$ cat config.mk
export PLATFORM = sky130hd
export DESIGN_NAME = sd_emmc_controller
export DESIGN_NICKNAME = d
export VERILOG_FILES = /design/src/design/sd_reg_pkg.sv /design/src/design/sd_cmd_pkg.sv /design/src/design/sd_wb_regs.sv /design/src/design/sd_clock_divider.sv /design/src/design/sd_cmd_master.sv /design/src/design/sd_cmd_serial_host.sv /design/src/design/sd_emmc_controller.sv
export SDC_FILE = /design/constraint.sdc
export NUM_CORES = 1
export LEC_CHECK = 0
export ABC_AREA = 0
export BUFFER_PORTS_ARGS = -buffer_cell sky130_fd_sc_hd__buf_2
export CORE_MARGIN = 5
export CORE_UTILIZATION = 56
export CTS_BUF_LIST = sky130_fd_sc_hd__clkbuf_8
export DETAILED_ROUTE_END_ITERATION = 10
export GPL_TIMING_DRIVEN = 0
export PLACE_DENSITY = 0.74
export SETUP_SLACK_MARGIN = 0.3
export SYNTH_ARGS = -nofsm -noshare
export SYNTH_HDL_FRONTEND = slang
export SYNTH_SLANG_ARGS = --single-unit
$ cat constraint.sdc
create_clock -name aclk_i -period 14.2 [get_ports aclk_i]
set_input_delay 1.42 -clock aclk_i [delete_from_list [all_inputs] [get_ports aclk_i]]
set_output_delay 1.42 -clock aclk_i [all_outputs]
set_load 0.05 [all_outputs]
$ cat src/design/sd_reg_pkg.sv
package sd_reg_pkg;

    localparam int WB_ADDR_W = 3;
    localparam int WB_DATA_W = 32;
    localparam int DIVISOR_W = 8;

    // Word addresses
    localparam logic [WB_ADDR_W-1:0] REG_ARGUMENT      = 3'd0;
    localparam logic [WB_ADDR_W-1:0] REG_COMMAND       = 3'd1;
    localparam logic [WB_ADDR_W-1:0] REG_RESPONSE      = 3'd2;
    localparam logic [WB_ADDR_W-1:0] REG_INT_STATUS    = 3'd3;
    localparam logic [WB_ADDR_W-1:0] REG_INT_ENABLE    = 3'd4;
    localparam logic [WB_ADDR_W-1:0] REG_DIVISOR       = 3'd5;
    localparam logic [WB_ADDR_W-1:0] REG_PRESENT_STATE = 3'd6;
    localparam logic [WB_ADDR_W-1:0] REG_SOFT_RESET    = 3'd7;

    // Interrupt status and enable layout, bit 0 is command complete
    typedef struct packed {
        logic index_err;
        logic crc_err;
        logic resp_timeout;
        logic cmd_complete;
    } sd_int_status_t;

endpackage

$ cat src/design/sd_cmd_pkg.sv
package sd_cmd_pkg;

    localparam int CMD_INDEX_W       = 6;
    localparam int CMD_FRAME_W       = 48;
    localparam int CRC7_W            = 7;
    localparam int RESP_TIMEOUT_CLKS = 64;

    // Codes 2 and 3 behave as short
    typedef enum logic [1:0] {
        RESP_NONE  = 2'd0,
        RESP_SHORT = 2'd1
    } sd_resp_type_e;

    typedef struct packed {
        logic [CMD_INDEX_W-1:0] index;
        logic [31:0]            argument;
        sd_resp_type_e          resp_type;
        logic                   crc_check;
        logic                   index_check;
    } sd_cmd_req_t;

    typedef struct packed {
        logic                   timeout;
        logic                   crc_bad;
        logic [CMD_INDEX_W-1:0] index;
        logic [31:0]            content;
    } sd_cmd_result_t;

    // One bit step of CRC7, x^7 + x^3 + 1
    function automatic logic [CRC7_W-1:0] crc7_next(
        input logic [CRC7_W-1:0] crc,
        input logic              din
    );
        logic fb;
        fb = crc[CRC7_W-1] ^ din;
        return {crc[5:3], crc[2] ^ fb, crc[1:0], fb};
    endfunction

endpackage

$ cat src/design/sd_wb_regs.sv
module sd_wb_regs
    import sd_reg_pkg::*, sd_cmd_pkg::*;
#(
    parameter logic [DIVISOR_W-1:0] DIVISOR_RESET = 8'd4
) (
    input  logic                 aclk_i,
    input  logic                 rst_n_i,
    input  logic                 wb_cyc_i,
    input  logic                 wb_stb_i,
    input  logic                 wb_we_i,
    input  logic [WB_ADDR_W-1:0] wb_adr_i,
    input  logic [WB_DATA_W-1:0] wb_dat_i,
    output logic [WB_DATA_W-1:0] wb_dat_o,
    output logic                 wb_ack_o,
    input  logic                 cmd_busy_i,
    input  logic                 cmd_done_i,
    input  sd_int_status_t       cmd_flags_i,
    input  logic [31:0]          resp_word_i,
    output sd_cmd_req_t          cmd_req_o,
    output logic                 cmd_start_o,
    output logic [DIVISOR_W-1:0] divisor_o,
    output logic                 soft_rst_o,
    output logic                 interrupt_o
);

    localparam int INT_W      = $bits(sd_int_status_t);
    localparam int CMD_WORD_W = 12;

    logic                  access;
    logic                  wr_en;
    logic [INT_W-1:0]      status_clr;
    logic [INT_W-1:0]      status_set;
    logic [WB_DATA_W-1:0]  argument_q;
    logic [CMD_WORD_W-1:0] command_q;
    sd_int_status_t        int_en_q;
    sd_int_status_t        int_status_q;
    logic [DIVISOR_W-1:0]  divisor_q;
    logic [WB_DATA_W-1:0]  rd_data;

    // First cycle of a bus cycle, ack closes it
    assign access = wb_cyc_i && wb_stb_i && !wb_ack_o;
    assign wr_en  = access && wb_we_i;

    assign status_clr = (wr_en && wb_adr_i == REG_INT_STATUS) ? wb_dat_i[INT_W-1:0] : '0;
    assign status_set = cmd_done_i ? cmd_flags_i : '0;

    always_ff @(posedge aclk_i) begin
        if (!rst_n_i) begin
            wb_ack_o     <= 1'b0;
            cmd_start_o  <= 1'b0;
            soft_rst_o   <= 1'b0;
            int_en_q     <= '0;
            int_status_q <= '0;
            divisor_q    <= DIVISOR_RESET;
        end else begin
            wb_ack_o    <= access;
            cmd_start_o <= wr_en && (wb_adr_i == REG_COMMAND);
            soft_rst_o  <= wr_en && (wb_adr_i == REG_SOFT_RESET) && wb_dat_i[0];
            if (wr_en && wb_adr_i == REG_INT_ENABLE) begin
                int_en_q <= wb_dat_i[INT_W-1:0];
            end
            if (wr_en && wb_adr_i == REG_DIVISOR) begin
                divisor_q <= wb_dat_i[DIVISOR_W-1:0];
            end
            // Set wins over clear
            int_status_q <= (int_status_q & ~status_clr) | status_set;
        end
    end

    always_ff @(posedge aclk_i) begin
        if (wr_en && wb_adr_i == REG_ARGUMENT) begin
            argument_q <= wb_dat_i;
        end
        if (wr_en && wb_adr_i == REG_COMMAND) begin
            command_q <= wb_dat_i[CMD_WORD_W-1:0];
        end
        if (access) begin
            wb_dat_o <= rd_data;
        end
    end

    always_comb begin
        rd_data = '0;
        case (wb_adr_i)
            REG_ARGUMENT:      rd_data = argument_q;
            REG_COMMAND:       rd_data[CMD_WORD_W-1:0] = command_q;
            REG_RESPONSE:      rd_data = resp_word_i;
            REG_INT_STATUS:    rd_data[INT_W-1:0] = int_status_q;
            REG_INT_ENABLE:    rd_data[INT_W-1:0] = int_en_q;
            REG_DIVISOR:       rd_data[DIVISOR_W-1:0] = divisor_q;
            REG_PRESENT_STATE: rd_data[0] = cmd_busy_i;
            default:           rd_data = '0;
        endcase
    end

    // Command word fields
    assign cmd_req_o.index       = command_q[5:0];
    assign cmd_req_o.argument    = argument_q;
    assign cmd_req_o.resp_type   = sd_resp_type_e'(command_q[9:8]);
    assign cmd_req_o.crc_check   = command_q[10];
    assign cmd_req_o.index_check = command_q[11];

    assign divisor_o   = divisor_q;
    assign interrupt_o = |(int_status_q & int_en_q);

endmodule

$ cat src/design/sd_clock_divider.sv
module sd_clock_divider
    import sd_reg_pkg::*;
(
    input  logic                 aclk_i,
    input  logic                 rst_n_i,
    input  logic [DIVISOR_W-1:0] divisor_i,
    output logic                 sd_clk_o,
    output logic                 sd_rise_o,
    output logic                 sd_fall_o
);

    logic [DIVISOR_W-1:0] count_q;
    logic                 phase_q;
    logic                 wrap;

    // Covers a divisor lowered below the running count
    assign wrap = (count_q >= divisor_i);

    always_ff @(posedge aclk_i) begin
        if (!rst_n_i) begin
            count_q   <= '0;
            phase_q   <= 1'b0;
            sd_clk_o  <= 1'b0;
            sd_rise_o <= 1'b0;
            sd_fall_o <= 1'b0;
        end else begin
            count_q   <= wrap ? '0 : count_q + 1'b1;
            // Strobe leads the clock edge by one cycle
            sd_rise_o <= wrap && !phase_q;
            sd_fall_o <= wrap && phase_q;
            if (wrap) begin
                phase_q <= !phase_q;
            end
            sd_clk_o <= phase_q;
        end
    end

endmodule

$ cat src/design/sd_cmd_master.sv
module sd_cmd_master
    import sd_reg_pkg::*, sd_cmd_pkg::*;
(
    input  logic                   aclk_i,
    input  logic                   rst_n_i,
    input  logic                   soft_rst_i,
    input  sd_cmd_req_t            cmd_req_i,
    input  logic                   cmd_start_i,
    input  logic                   rx_done_i,
    input  sd_cmd_result_t         rx_result_i,
    output logic                   cmd_busy_o,
    output logic                   cmd_done_o,
    output sd_int_status_t         cmd_flags_o,
    output logic [31:0]            resp_word_o,
    output logic                   tx_start_o,
    output logic [CMD_INDEX_W-1:0] tx_index_o,
    output logic [31:0]            tx_argument_o,
    output logic                   expect_resp_o
);

    sd_cmd_req_t req_q;
    logic        accept;
    logic        finish;
    logic        resp_valid;

    // A start while inhibit is set is dropped
    assign accept     = cmd_start_i && !cmd_busy_o;
    assign finish     = rx_done_i && cmd_busy_o;
    assign resp_valid = expect_resp_o && !rx_result_i.timeout;

    always_ff @(posedge aclk_i) begin
        if (!rst_n_i || soft_rst_i) begin
            cmd_busy_o <= 1'b0;
            tx_start_o <= 1'b0;
            cmd_done_o <= 1'b0;
        end else begin
            tx_start_o <= accept;
            cmd_done_o <= finish;
            if (accept) begin
                cmd_busy_o <= 1'b1;
            end else if (finish) begin
                cmd_busy_o <= 1'b0;
            end
        end
    end

    always_ff @(posedge aclk_i) begin
        if (accept) begin
            req_q <= cmd_req_i;
        end
        if (finish) begin
            cmd_flags_o.cmd_complete <= 1'b1;
            cmd_flags_o.resp_timeout <= rx_result_i.timeout;
            cmd_flags_o.crc_err      <= resp_valid && req_q.crc_check && rx_result_i.crc_bad;
            cmd_flags_o.index_err    <= resp_valid && req_q.index_check &&
                                        (rx_result_i.index != req_q.index);
        end
    end

    // Response register reads 0 until a response arrives
    always_ff @(posedge aclk_i) begin
        if (!rst_n_i) begin
            resp_word_o <= '0;
        end else if (finish && resp_valid) begin
            resp_word_o <= rx_result_i.content;
        end
    end

    assign tx_index_o    = req_q.index;
    assign tx_argument_o = req_q.argument;
    assign expect_resp_o = (req_q.resp_type != RESP_NONE);

endmodule

$ cat src/design/sd_cmd_serial_host.sv
module sd_cmd_serial_host
    import sd_cmd_pkg::*;
(
    input  logic                   aclk_i,
    input  logic                   rst_n_i,
    input  logic                   soft_rst_i,
    input  logic                   sd_rise_i,
    input  logic                   sd_fall_i,
    input  logic                   tx_start_i,
    input  logic [CMD_INDEX_W-1:0] tx_index_i,
    input  logic [31:0]            tx_argument_i,
    input  logic                   expect_resp_i,
    input  logic                   sd_cmd_i,
    output logic                   sd_cmd_o,
    output logic                   sd_cmd_oe_o,
    output logic                   rx_done_o,
    output sd_cmd_result_t         rx_result_o
);

    // Bits covered by the CRC, start through argument
    localparam int CRC_BITS = CMD_FRAME_W - CRC7_W - 1;
    localparam int CNT_W    = $clog2(CMD_FRAME_W + RESP_TIMEOUT_CLKS);

    typedef enum logic [1:0] {
        ST_IDLE,
        ST_TX,
        ST_WAIT,
        ST_RX
    } state_e;

    state_e                 state_q;
    logic [CNT_W-1:0]       cnt_q;
    logic [CMD_FRAME_W-1:0] shift_q;
    logic [CMD_FRAME_W-1:0] rx_next;
    logic [CRC_BITS-1:0]    tx_head;
    logic [CRC7_W-1:0]      tx_crc;
    logic [CRC7_W-1:0]      crc_q;

    always_comb begin
        tx_head = {2'b01, tx_index_i, tx_argument_i};
        tx_crc  = '0;
        for (int i = CRC_BITS - 1; i >= 0; i--) begin
            tx_crc = crc7_next(tx_crc, tx_head[i]);
        end
    end

    assign rx_next = {shift_q[CMD_FRAME_W-2:0], sd_cmd_i};

    always_ff @(posedge aclk_i) begin
        if (!rst_n_i || soft_rst_i) begin
            state_q     <= ST_IDLE;
            cnt_q       <= '0;
            sd_cmd_o    <= 1'b1;
            sd_cmd_oe_o <= 1'b0;
            rx_done_o   <= 1'b0;
        end else begin
            rx_done_o <= 1'b0;
            case (state_q)
                ST_IDLE: begin
                    if (tx_start_i) begin
                        shift_q <= {tx_head, tx_crc, 1'b1};
                        cnt_q   <= '0;
                        state_q <= ST_TX;
                    end
                end
                ST_TX: begin
                    if (sd_fall_i && cnt_q == CNT_W'(CMD_FRAME_W)) begin
                        // End bit period over, release the line
                        sd_cmd_o    <= 1'b1;
                        sd_cmd_oe_o <= 1'b0;
                        cnt_q       <= '0;
                        if (expect_resp_i) begin
                            state_q <= ST_WAIT;
                        end else begin
                            rx_result_o <= '0;
                            rx_done_o   <= 1'b1;
                            state_q     <= ST_IDLE;
                        end
                    end else if (sd_fall_i) begin
                        sd_cmd_o    <= shift_q[CMD_FRAME_W-1];
                        sd_cmd_oe_o <= 1'b1;
                        shift_q     <= shift_q << 1;
                        cnt_q       <= cnt_q + 1'b1;
                    end
                end
                ST_WAIT: begin
                    if (sd_rise_i && !sd_cmd_i) begin
                        // Start bit, adds nothing to the CRC
                        shift_q <= '0;
                        crc_q   <= '0;
                        cnt_q   <= CNT_W'(1);
                        state_q <= ST_RX;
                    end else if (sd_rise_i && cnt_q == CNT_W'(RESP_TIMEOUT_CLKS - 1)) begin
                        rx_result_o <= '{timeout: 1'b1, crc_bad: 1'b0, index: '0, content: '0};
                        rx_done_o   <= 1'b1;
                        state_q     <= ST_IDLE;
                    end else if (sd_rise_i) begin
                        cnt_q <= cnt_q + 1'b1;
                    end
                end
                ST_RX: begin
                    if (sd_rise_i) begin
                        shift_q <= rx_next;
                        cnt_q   <= cnt_q + 1'b1;
                        if (cnt_q < CNT_W'(CRC_BITS)) begin
                            crc_q <= crc7_next(crc_q, sd_cmd_i);
                        end
                        if (cnt_q == CNT_W'(CMD_FRAME_W - 1)) begin
                            rx_result_o.timeout <= 1'b0;
                            rx_result_o.crc_bad <= (rx_next[1 +: CRC7_W] != crc_q);
                            rx_result_o.index   <= rx_next[CMD_FRAME_W-3 -: CMD_INDEX_W];
                            rx_result_o.content <= rx_next[CRC7_W+1 +: 32];
                            rx_done_o           <= 1'b1;
                            state_q             <= ST_IDLE;
                        end
                    end
                end
                default: state_q <= ST_IDLE;
            endcase
        end
    end

endmodule

$ cat src/design/sd_emmc_controller.sv
module sd_emmc_controller
    import sd_reg_pkg::*, sd_cmd_pkg::*;
#(
    parameter logic [DIVISOR_W-1:0] DIVISOR_RESET = 8'd4
) (
    input  logic                 aclk_i,
    input  logic                 rst_n_i,
    input  logic                 wb_cyc_i,
    input  logic                 wb_stb_i,
    input  logic                 wb_we_i,
    input  logic [WB_ADDR_W-1:0] wb_adr_i,
    input  logic [WB_DATA_W-1:0] wb_dat_i,
    output logic [WB_DATA_W-1:0] wb_dat_o,
    output logic                 wb_ack_o,
    output logic                 sd_clk_o,
    output logic                 sd_cmd_o,
    output logic                 sd_cmd_oe_o,
    input  logic                 sd_cmd_i,
    output logic                 interrupt_o
);

    sd_cmd_req_t            cmd_req;
    logic                   cmd_start;
    logic                   cmd_busy;
    logic                   cmd_done;
    sd_int_status_t         cmd_flags;
    logic [31:0]            resp_word;
    logic [DIVISOR_W-1:0]   divisor;
    logic                   soft_rst;
    logic                   sd_rise;
    logic                   sd_fall;
    logic                   tx_start;
    logic [CMD_INDEX_W-1:0] tx_index;
    logic [31:0]            tx_argument;
    logic                   expect_resp;
    logic                   rx_done;
    sd_cmd_result_t         rx_result;

    sd_wb_regs #(
        .DIVISOR_RESET(DIVISOR_RESET)
    ) u_wb_regs (
        .aclk_i(aclk_i), .rst_n_i(rst_n_i),
        .wb_cyc_i(wb_cyc_i), .wb_stb_i(wb_stb_i), .wb_we_i(wb_we_i),
        .wb_adr_i(wb_adr_i), .wb_dat_i(wb_dat_i),
        .wb_dat_o(wb_dat_o), .wb_ack_o(wb_ack_o),
        .cmd_busy_i(cmd_busy), .cmd_done_i(cmd_done),
        .cmd_flags_i(cmd_flags), .resp_word_i(resp_word),
        .cmd_req_o(cmd_req), .cmd_start_o(cmd_start),
        .divisor_o(divisor), .soft_rst_o(soft_rst),
        .interrupt_o(interrupt_o)
    );

    sd_clock_divider u_clock_divider (
        .aclk_i(aclk_i), .rst_n_i(rst_n_i), .divisor_i(divisor),
        .sd_clk_o(sd_clk_o), .sd_rise_o(sd_rise), .sd_fall_o(sd_fall)
    );

    sd_cmd_master u_cmd_master (
        .aclk_i(aclk_i), .rst_n_i(rst_n_i), .soft_rst_i(soft_rst),
        .cmd_req_i(cmd_req), .cmd_start_i(cmd_start),
        .rx_done_i(rx_done), .rx_result_i(rx_result),
        .cmd_busy_o(cmd_busy), .cmd_done_o(cmd_done),
        .cmd_flags_o(cmd_flags), .resp_word_o(resp_word),
        .tx_start_o(tx_start), .tx_index_o(tx_index),
        .tx_argument_o(tx_argument), .expect_resp_o(expect_resp)
    );

    sd_cmd_serial_host u_cmd_serial_host (
        .aclk_i(aclk_i), .rst_n_i(rst_n_i), .soft_rst_i(soft_rst),
        .sd_rise_i(sd_rise), .sd_fall_i(sd_fall),
        .tx_start_i(tx_start), .tx_index_i(tx_index),
        .tx_argument_i(tx_argument), .expect_resp_i(expect_resp),
        .sd_cmd_i(sd_cmd_i), .sd_cmd_o(sd_cmd_o), .sd_cmd_oe_o(sd_cmd_oe_o),
        .rx_done_o(rx_done), .rx_result_o(rx_result)
    );

endmodule

# ---- Word-level counts from Yosys, hierarchy flattened
# Cells that the tools add are included.
dict set report word_totals {
  reg_bits 294
  inputBits 41
  word_cells 252
}
dict set report op_classes {
  n_addsub 2
  order_cmp 2
  n_eq_ne 29
  n_mux 52
  bitwise 79
  n_reduce_logical 45
}
# operator n
set op_table {}
lappend op_table {{$mux W40} 6}
lappend op_table {{$mux W48} 5}
lappend op_table {{$pmux W48 S4} 1}
lappend op_table {{$pmux W40 S3} 1}
lappend op_table {{$xor A1 B1 Y1} 71}
lappend op_table {{$mux W7} 9}
lappend op_table {{$pmux W20 S2} 1}
lappend op_table {{$pmux W7 S4} 1}
lappend op_table {{$logic_and A1 B1 Y1} 23}
lappend op_table {{$eq A7 B6 Y1 const B} 3}
lappend op_table {{$pmux W3 S6} 1}
lappend op_table {{$pmux W4 S4} 1}
lappend op_table {{$mux W2} 7}
lappend op_table {{$pmux W7 S2} 1}
lappend op_table {{$eq A3 B3 Y1 const B} 4}
lappend op_table {{$mux W1} 12}
lappend op_table {{$ne A2 B2 Y1 const B} 6}
lappend op_table {{$pmux W4 S3} 1}
lappend op_table {{$ne A2 B1 Y1 const B} 5}
lappend op_table {{$reduce_and A5 Y1} 2}
lappend op_table {{$add A8 B1 Y8 const B} 1}
lappend op_table {{$and A4 B4 Y4} 2}
lappend op_table {{$ge A8 B8 Y1} 1}
lappend op_table {{$mux W4} 2}
lappend op_table {{28 further kinds} 42}

# ---- Longest topological paths before layout
# Gate-level depths: netlist of the first run.
dict set report logic_depth {
  ltp_word 20
  depth_mapped 11
}

# ---- Hierarchy
# A second synthesis of the first run with hierarchy kept.
dict set report unflattened {
  hier_cells 999
  area_unflattened_um2 13161.4
}
# module instances cells_each area_each_um2 seq_area_each_um2
set modules_own_cells {}
lappend modules_own_cells {sd_cmd_serial_host 1 406 5426.5 3093.0}
lappend modules_own_cells {sd_wb_regs 1 265 3844.9 2662.6}
lappend modules_own_cells {sd_cmd_master 1 254 3179.3 2052.0}
lappend modules_own_cells {sd_clock_divider 1 74 710.7 240.2}

# ---- Least setup slack after synthesis of the first run
# No wires, ideal clock.
dict set report synth_timing {
  path_type {input -> register}
  from {in rst_n_i}
  to {reg u_cmd_serial_host.shift_q[0] (enable)}
  arrival_ns 9.544
  t_required_ns 13.490
  path_slack_ns 3.945
  stages 5
  n_path_buf 2
  cell_sequence {clkbuf_1 -> nand2b_1 -> clkbuf_1 -> a21o_1 -> a2111oi_0}
}
dict set report synth_between {
  elab_chain_len 4
}
# item line_no
set synth_rtl {}
lappend synth_rtl {{start: declaration} sd_emmc_controller.sv:7} ;# input logic rst_n_i,
lappend synth_rtl {{$logic_not A1 Y1} sd_cmd_serial_host.sv:50} ;# if (!rst_n_i || soft_rst_i) begin
lappend synth_rtl {{$logic_or A1 B1 Y1} sd_cmd_serial_host.sv:50}
lappend synth_rtl {{$not A1 Y1 (no line)} -}
lappend synth_rtl {{$reduce_and A6 Y1 (no line)} -}
lappend synth_rtl {{end signal: assignment} sd_cmd_serial_host.sv:61} ;# shift_q <= {tx_head, tx_crc, 1'b1};
lappend synth_rtl {{end signal: assignment} sd_cmd_serial_host.sv:82} ;# shift_q <= shift_q << 1;
lappend synth_rtl {{end signal: assignment} sd_cmd_serial_host.sv:103} ;# shift_q <= rx_next;
lappend synth_rtl {{end: declaration} sd_cmd_serial_host.sv:33} ;# logic [CMD_FRAME_W-1:0] shift_q;
# No other way between the ends.
# A chain may end at the register's enable or synchronous reset.

# ---- Final worst setup path of the first run
dict set report layout_timing {
  from {in rst_n_i}
  to {reg u_cmd_serial_host.shift_q[29] (enable)}
}
# The elaborated chain is that of the path after synthesis.

==> results_dict.tcl, run 1 <==
set metrics [dict create \
    status "finished clean" \
    cts-hold-fix-buffers 0 \
    clockBufferDepth 3 \
    clockRootBuffer "clkbuf_8" \
    antenna_found_initial 0 \
    drv_slew 0 \
    die_area_um2 24800 \
    cts_num_sinks 294 \
    drt-met1-wl_um 12200 \
    dp_hpwl_um 19700 \
    finClkSkew_ns 0.0174 \
    io_pins 78 \
    cp.required_ns 14.46 \
    crit_path_end_kind "flip-flop" \
    path_clk_slew_ns 0.07 \
    vias 7976 \
    cap_viol_max_count 0 \
    peakVddDrop_v 0.0000787 \
    die_y_um 158 \
    timing.rr.start "u_cmd_serial_host.cnt_q[0]" \
    drc 0 \
    wl_met2_um 13000 \
    synthArstFlopShare 0 \
    cts_setup_buffers 0 \
    layout.nets 1124 \
    worst_hold_path.endpoint "u_cmd_master.tx_argument_o[1]" \
    synthesis.nets 986 \
    synthFlopType "edfxtp_1" \
    worstHoldPathCells 0 \
    first_iter_violations 770 \
    finalSetupViolations 0 \
    placementRows 54 \
    die_width_um 158 \
    slew_headroom 0.350 \
    via_per_inst 5.74 \
    p_per_area_nw_per_um2 141 \
    routed_wl_um 27900 \
    rsz0062_at_grt "false" \
    grt_overflow 0 \
    top_layer "met4" \
    wl_per_cell_um 20.1 \
    hold_path.class "reg2reg" \
    cts_max_level 2 \
    p_leak_nw 5.25 \
    drive_gt1_frac 0.153 \
    finalPower_w 0.00197 \
    grt_pass1_vias 8027 \
    ys_types 49 \
    grt_pass1_wl_um 43900 \
    drtAntennaViolNets 0 \
    ys_seq_elements 294 \
    insertion_delay_ns 0.57 \
    fin_crit_ns 3.55 \
    worst_pin_slew_ns 0.967 \
    area_delta_synth_final_pct 15.0 \
    diodes 0 \
    syn-cell-area_um2 12200 \
    worst_hold_startpoint "u_wb_regs.argument_q[1]" \
    ys_warn_count 0 \
    syn_avg_cell_area_um2 13.1 \
    ff2ff_path_depth 8 \
    hold_violations 0 \
    ctsResizeCount 0 \
    post-route-period-util 0.250 \
    final_util 0.649 \
    numCtsBuffers 47 \
    timing.fmax_mhz 282 \
    grt_max_degree 33 \
    timing.rr.end "u_cmd_serial_host.rx_result_o[24]" \
    yosysSeqAreaShare 0.660 \
    start_util 0.564 \
    rrSetupSlack_ns 11.16 \
    grt_util_all_layers 0.230 \
    core_area_um2 21600 \
    cp.arrival_ns 3.81 \
    startpoint_type "input pin" \
    route.met3.wl_um 2080 \
    tritoncts "done" \
    path_class "in2reg" \
    gp_congestion 0.861 \
    synth_enable_flop_cells 216 \
    port-buffer-count 74 \
    worstPathMaxFanout 10 \
    synth_cells 934 \
    dr.pass1.iters 5 \
]
==> power by group <==
part	internal [W]	leakage, nW	switching, W
Clock	0.000382	0.542	0.000326
Combinational	0.0000876	2.13	0.000184
Sequential	0.000977	2.58	0.0000166
==> registers in the layout (all words and copies together) (netlist names), 2 cells and up <==
register,flops
u_cmd_serial_host.shift_q,48
u_cmd_serial_host.rx_result_o,40
u_cmd_master.resp_word_o,32
u_cmd_master.tx_argument_o,32
u_wb_regs.argument_q,32
u_wb_regs.wb_dat_o,32
u_wb_regs.command_q,12
u_clock_divider.count_q,8
u_wb_regs.divisor_o,8
u_cmd_serial_host.cnt_q,7
u_cmd_serial_host.crc_q,7
u_cmd_master.tx_index_o,6
u_cmd_master.req_q,4
u_wb_regs.int_en_q,4
u_wb_regs.int_status_q,4
u_cmd_master.cmd_flags_o,3
u_cmd_serial_host.state_q,2
==> logic make-up (layout without fill, tap and decap cells) <==
kind of cell / count (synthesis) / in the layout / synth area share
flops: 294 / 294 / 0.660
simple gates: 270 / 270 / 0.108
compound gates: 170 / 170 / 0.101
xor+xnor: 91 / 91 / 0.0713
buf+inv: 66 / 242 / 0.0203
mux: 32 / 32 / 0.0275
fa+ha+maj: 11 / 11 / 0.0113
==> worst max-delay path: stages <==
cell	delay [ns]
clkbuf_1	0.60
nand2b_1	0.11
clkbuf_1	0.27
a21o_1	0.26
a2111oi_2	0.20
buf_2	0.28
buf_4	0.22
buf_4	0.19
buf_2	0.24
==> stage by stage <==
stage | TNS, ns | cells | area [um2] | setup WS [ns] | hold slack, ns
floorplan | 0 | 934 | 12200 | 3.95 | 0.421
global placement | -6.47 | 1288 | 12900 | -0.138 | 0.431
detailed placement | 0 | 1303 | 13100 | 10.06 | 0.433
CTS | 0 | 1390 | 14000 | 10.65 | 0.445
global route | 0 | 1390 | 14000 | 10.48 | 0.459
finish | 0 | 1390 | 14000 | 10.65 | 0.449
==> placed cells by master, fill, tap and decap left out, drive strengths merged, types with 7 or more instances in the layout <==
| master | instances |
|---|---|
| edfxtp | 216 |
| clkbuf | 105 |
| nand2 | 98 |
| buf | 93 |
| dfxtp | 78 |
| xnor2 | 61 |
| a22o | 58 |
| and3 | 49 |
| nor2 | 43 |
| a21boi | 32 |
| inv | 31 |
| mux2i | 29 |
| xor2 | 28 |
| a21oi | 27 |
| nor2b | 25 |
| nor3 | 15 |
| o21ai | 15 |
| nand3 | 11 |
| ha | 11 |
| clkinv | 11 |
| nand2b | 7 |
| o22ai | 7 |
| a31oi | 7 |
| a22oi | 7 |
==> per-layer routing <==
| metal | up-vias | GRT usage |
|---|---|---|
| li1 | 3702 | - |
| met1 | 3890 | 0.324 |
| met2 | 326 | 0.367 |
| met3 | 58 | 0.0462 |
| met4 | 0 | 0.0643 |
| met5 | - | 0 |
==> cell usage after synthesis (2+ instances only) <==
cell | instances | share of area
nand2_1 | 98 | 0.030
o21ai_1 | 4 | 0.0016
a22o_1 | 58 | 0.042
a21o_1 | 6 | 0.0037
clkbuf_1 | 48 | 0.015
nor3b_1 | 2 | 0.0012
mux2i_1 | 29 | 0.024
o22ai_1 | 7 | 0.0036
xor2_1 | 25 | 0.018
or2_2 | 2 | 0.0010
nor2b_1 | 25 | 0.013
xor2_2 | 3 | 0.0040
xnor2_2 | 3 | 0.0040
a31oi_1 | 7 | 0.0036
nor2_1 | 43 | 0.013
nor4_1 | 4 | 0.0021
mux2_2 | 2 | 0.0018
nor3_1 | 15 | 0.0062
xnor3_1 | 2 | 0.0037
o211ai_1 | 2 | 0.0012
buf_1 | 4 | 0.0012
nand4_1 | 3 | 0.0015
a211oi_1 | 2 | 0.0012
inv_1 | 14 | 0.0043
xnor2_1 | 58 | 0.042
o21ai_0 | 11 | 0.0045
a21oi_1 | 27 | 0.011
nand2b_1 | 7 | 0.0036
nand3_1 | 11 | 0.0045
and2_1 | 6 | 0.0031
and3_1 | 49 | 0.025
edfxtp_1 | 216 | 0.53
a21boi_0 | 32 | 0.020
dfxtp_1 | 78 | 0.13
a22oi_1 | 7 | 0.0043
ha_1 | 11 | 0.011
==> worst max-delay path by stage <==
stage | startpoint | endpoint | slack (ns) | cells after the start
floorplan | rst_n_i | u_cmd_serial_host.shift_q[0] | 3.95 | 5
detailed placement | rst_n_i | u_cmd_serial_host.rx_result_o[25] | 10.06 | 6
global placement | rst_n_i | u_cmd_serial_host.shift_q[30] | -0.14 | 5
finish | rst_n_i | u_cmd_serial_host.shift_q[29] | 10.65 | 9
global route | rst_n_i | u_cmd_serial_host.shift_q[29] | 10.48 | 9
CTS | rst_n_i | u_cmd_serial_host.shift_q[29] | 10.65 | 9
==> layout make-up <==
class	count	area [um2]
Inverter	14	52.6
Sequential cell	294	8050
Clock inverter	30	155
Buffer	52	195
Clock buffer	57	785
Multi-Input combinational cell	574	3930
Timing Repair Buffer	89	508
Fill cell	1686	7600
Tap cell	280	350
Power figures use the tool's default switching activity.
==> run 2, diff against run 1 <==
--- a/config.mk
+++ b/config.mk
@@ -5,14 +5,14 @@
 export SDC_FILE = /design/constraint.sdc
 export NUM_CORES = 1
 export LEC_CHECK = 0
-export ABC_AREA = 0
+export ABC_AREA = 1
 export BUFFER_PORTS_ARGS = -buffer_cell sky130_fd_sc_hd__buf_2
 export CORE_MARGIN = 5
 export CORE_UTILIZATION = 56
 export CTS_BUF_LIST = sky130_fd_sc_hd__clkbuf_8
 export DETAILED_ROUTE_END_ITERATION = 10
 export GPL_TIMING_DRIVEN = 0
-export PLACE_DENSITY = 0.74
+export PLACE_DENSITY = 0.77
 export SETUP_SLACK_MARGIN = 0.3
 export SYNTH_ARGS = -nofsm -noshare
 export SYNTH_HDL_FRONTEND = slang
==> constraint.sdc (replaced) <==
create_clock -name aclk_i -period 3.17 [get_ports aclk_i]
set_input_delay 0.317 -clock aclk_i [delete_from_list [all_inputs] [get_ports aclk_i]]
set_output_delay 0.317 -clock aclk_i [all_outputs]
set_load 0.05 [all_outputs]
==> run 2 against run 1 <==
Effect of this change:
- highest routed layer unchanged
- critical path depth is 13 higher
- cell area up 9.2%
- count of clock-buffer cells in the layout rose by 2
- setup slack got worse by 10 ns
- largest cell class unchanged
- sequential cell count unchanged
- sequential share of layout area fell by 4.8 points
- via count is 23% higher
==> results_dict.tcl, run 2 <==
set metrics [dict create \
    worst_pin_slew_ns 1.34 \
    first_iter_violations 1046 \
    grt_pass1_vias 9561 \
    synth_cells 1287 \
    largest_reg_flops 48 \
    tritoncts "done" \
    start_util 0.568 \
    cts_max_level 2 \
    top_regs "u_cmd_serial_host.shift_q (48), u_cmd_serial_host.rx_result_o (40)" \
    post-route-period-util 0.873 \
    grt_pass1_wl_um 49200 \
    drive_gt1_frac 0.191 \
    swShare 0.218 \
    use_met2 0.391 \
    ys_types 40 \
    drc 0 \
    worstPathMaxFanout 5 \
    vias 9846 \
    synth.most_common_cell "nand2_1" \
    layout_common_cells "236 x nand2_1, 216 x edfxtp_1, 169 x inv_1" \
    slew_headroom 0.106 \
    p_clk_frac 0.436 \
    critPathBufInv 1 \
    p_leak_nw 6.56 \
    p_per_area_nw_per_um2 523 \
    hold_violations 0 \
    whs_ns 0.0645 \
    p_int_w 0.00626 \
    die_width_um 161 \
    die_y_um 161 \
    finClkSkew_ns 0.0225 \
    crit_path_end_kind "flip-flop" \
    met1_usage 0.321 \
    rrSetupSlack_ns 0.40 \
    final_common_cell "nand2_1" \
    cp_slowest_cell "edfxtp_1" \
    p_comb_frac 0.045 \
    largest_register "u_cmd_serial_host.shift_q" \
    grt_use_met3 0.0447 \
    finalPower_w 0.00800 \
    cts_num_sinks 294 \
    startpoint_type "flip-flop" \
    finalSetupViolations 0 \
    die_area_um2 26000 \
    hold_path.class "in2reg" \
    tns_ns 0 \
    via_per_inst 5.51 \
    port-buffer-count 77 \
    top_usage_layer "met2" \
    fin_crit_ns 2.77 \
    rsz0062_at_grt "true" \
    grt_max_degree 27 \
    synthFlopType "edfxtp_1" \
    synth_enable_flop_cells 216 \
    crit_chain "inv_2, nand2_1, nand2_1, nand2_1, nand2_2, nand2_1, nand2_2, nand2_1, nand2_4, nand3_4, nand2_4, nand2_4, nand2_4, nand3_2, nand2_2, nand3_1, nand2_2, nand3_2, nand2_2, nand2_1, nand3_1, nand2_1" \
    grt_util_all_layers 0.238 \
    synthArstFlopShare 0 \
    peakVddDrop_v 0.000338 \
    routed_wl_um 31600 \
    timing.fmax_mhz 361 \
    dr.pass1.iters 5 \
    path_class "reg2reg" \
    grt_overflow 0 \
    yosys.area.top_type_share 0.506 \
    clockRootBuffer "clkbuf_8" \
    slowest_delay_ns 0.52 \
    crit_path_frequent_cell "nand2_1" \
    placementRows 55 \
    wl_per_cell_um 17.7 \
    status "finished clean" \
    instances_no_fill 1787 \
    gp_congestion 0.943 \
    numCtsBuffers 47 \
    syn-cell-area_um2 12800 \
    drtAntennaViolNets 0 \
    cp_num_cells 22 \
    synth_top_cells_by_area "edfxtp_1 51%, dfxtp_1 12%, nand2_1 7.5%" \
    cap_viol_max_count 0 \
    ff2ff_path_depth 22 \
    insertion_delay_ns 0.56 \
    io_pins 78 \
    path_delay_family "simple AND/OR/NAND/NOR gates" \
    area_delta_synth_final_pct 19.4 \
    synth.largest_area_cell "edfxtp_1" \
    ys_seq_elements 294 \
    drv_slew 0 \
    power.switching_w 0.00175 \
    synthesis.nets 1339 \
    layout.nets 1516 \
    yosysSeqAreaShare 0.627 \
    clockBufferDepth 3 \
    worstHoldPathCells 3 \
    path_clk_slew_ns 0.06 \
    cp.required_ns 3.48 \
    cp.arrival_ns 3.07 \
    syn_avg_cell_area_um2 9.97 \
    antenna_found_initial 0 \
    dp_hpwl_um 21500 \
    dp.cells 1655 \
    synth_common_cells "255 x nand2_1, 216 x edfxtp_1, 165 x nor2_1, 153 x inv_1, 78 x dfxtp_1" \
    core_area_um2 22600 \
    diodes 0 \
    ys_warn_count 0 \
    pwr-share-seq 0.520 \
]
[run 2: changes by cell type after synthesis, moves of 31 or more]
cell / delta
nand2_1: +157
inv_1: +139
nor2_1: +122
o21ai_0: +57
xnor2_1: -50
and3_1: -49
nand2_2: +45
nand3_1: +42
a22o_1: -38
a21boi_0: -32
o22ai_1: +31
[run 2: repair_timing]
| item | 4_1_cts | 5_1_grt |
|---|---|---|
| gates cloned | 1 | 1 |
| endpoints found under the setup margin | 16 | 28 |
| setup buffers | 0 | 11 |
| pin swaps | 1 | 5 |
| endpoints found under the hold margin | 44 | 0 |
| hold buffers | 32 | 0 |
| gates resized for setup | 1 | 32 |
[run 2: worst register-to-register path: stages (launching register included)]
cell	delay [ns]
edfxtp_1	0.52
inv_2	0.15
nand2_1	0.09
nand2_1	0.09
nand2_1	0.08
nand2_2	0.10
nand2_1	0.07
nand2_2	0.08
nand2_1	0.09
nand2_4	0.12
nand3_4	0.09
nand2_4	0.12
nand2_4	0.06
nand2_4	0.11
nand3_2	0.08
nand2_2	0.13
nand3_1	0.10
nand2_2	0.09
nand3_2	0.08
nand2_2	0.08
nand2_1	0.05
nand3_1	0.07
nand2_1	0.06
[run 2: routing by layer]
layer | wire length (um) | part of all wire
met1 | 13300 | 0.42
met3 | 2480 | 0.078
met4 | 1010 | 0.032
met5 | 0 | 0
met2 | 14800 | 0.47
[run 2: worst paths after layout]
kind / start / to
setup reg to reg: u_cmd_master.tx_index_o[4] / u_cmd_serial_host.shift_q[4]
setup / recovery: u_cmd_master.tx_index_o[4] / u_cmd_serial_host.shift_q[4]
hold / removal: wb_we_i / u_wb_regs.cmd_start_o
hold reg to reg: u_wb_regs.argument_q[18] / u_cmd_master.tx_argument_o[18]
[run 2: cells by family (layout without fill, tap and decap cells)]
group	Yosys count	after routing	share of synthesized area
and+or+nand+nor	568	570	0.196
DFF	294	294	0.627
adders and majority gates	11	11	0.0107
AOI/OAI and AO/OA	185	185	0.0884
xor gates and xnor gates	23	23	0.0163
buffers and inverters	206	419	0.0616
[run 2: stage by stage]
stage / setup WS [ns] / util / area (um2)
2_1_floorplan: 0.311 / - / 12900
3_3_place_gp: -0.620 / 0.602 / 13600
3_5_place_dp: -0.0760 / 0.608 / 13700
4_1_cts: 0.361 / 0.669 / 15100
5_1_grt: 0.195 / 0.678 / 15300
6_report: 0.403 / 0.678 / 15300
[run 2: cell type report]
type                    instances  area [um2]
multi-input cells             789        4180
clock inverters                28         218
inverters                     170         638
well taps                     285         357
plain buffers                  36         153
clock buffers                  59         812
fillers                      1738        7260
repair buffers                126         910
flip-flops and latches        294        8050
[run 2: power groups by stage]
| stage | Sequential (W) | Combinational, W | Clock, W |
|---|---|---|---|
| after floorplan | 0.00432 | 0.000133 | 0 |
| after global placement | 0.00424 | 0.000308 | 0 |
| after detailed placement | 0.00424 | 0.000316 | 0 |
| after CTS | 0.00416 | 0.000352 | 0.00352 |
| after global routing | 0.00416 | 0.000388 | 0.00372 |
| final | 0.00416 | 0.000356 | 0.00349 |
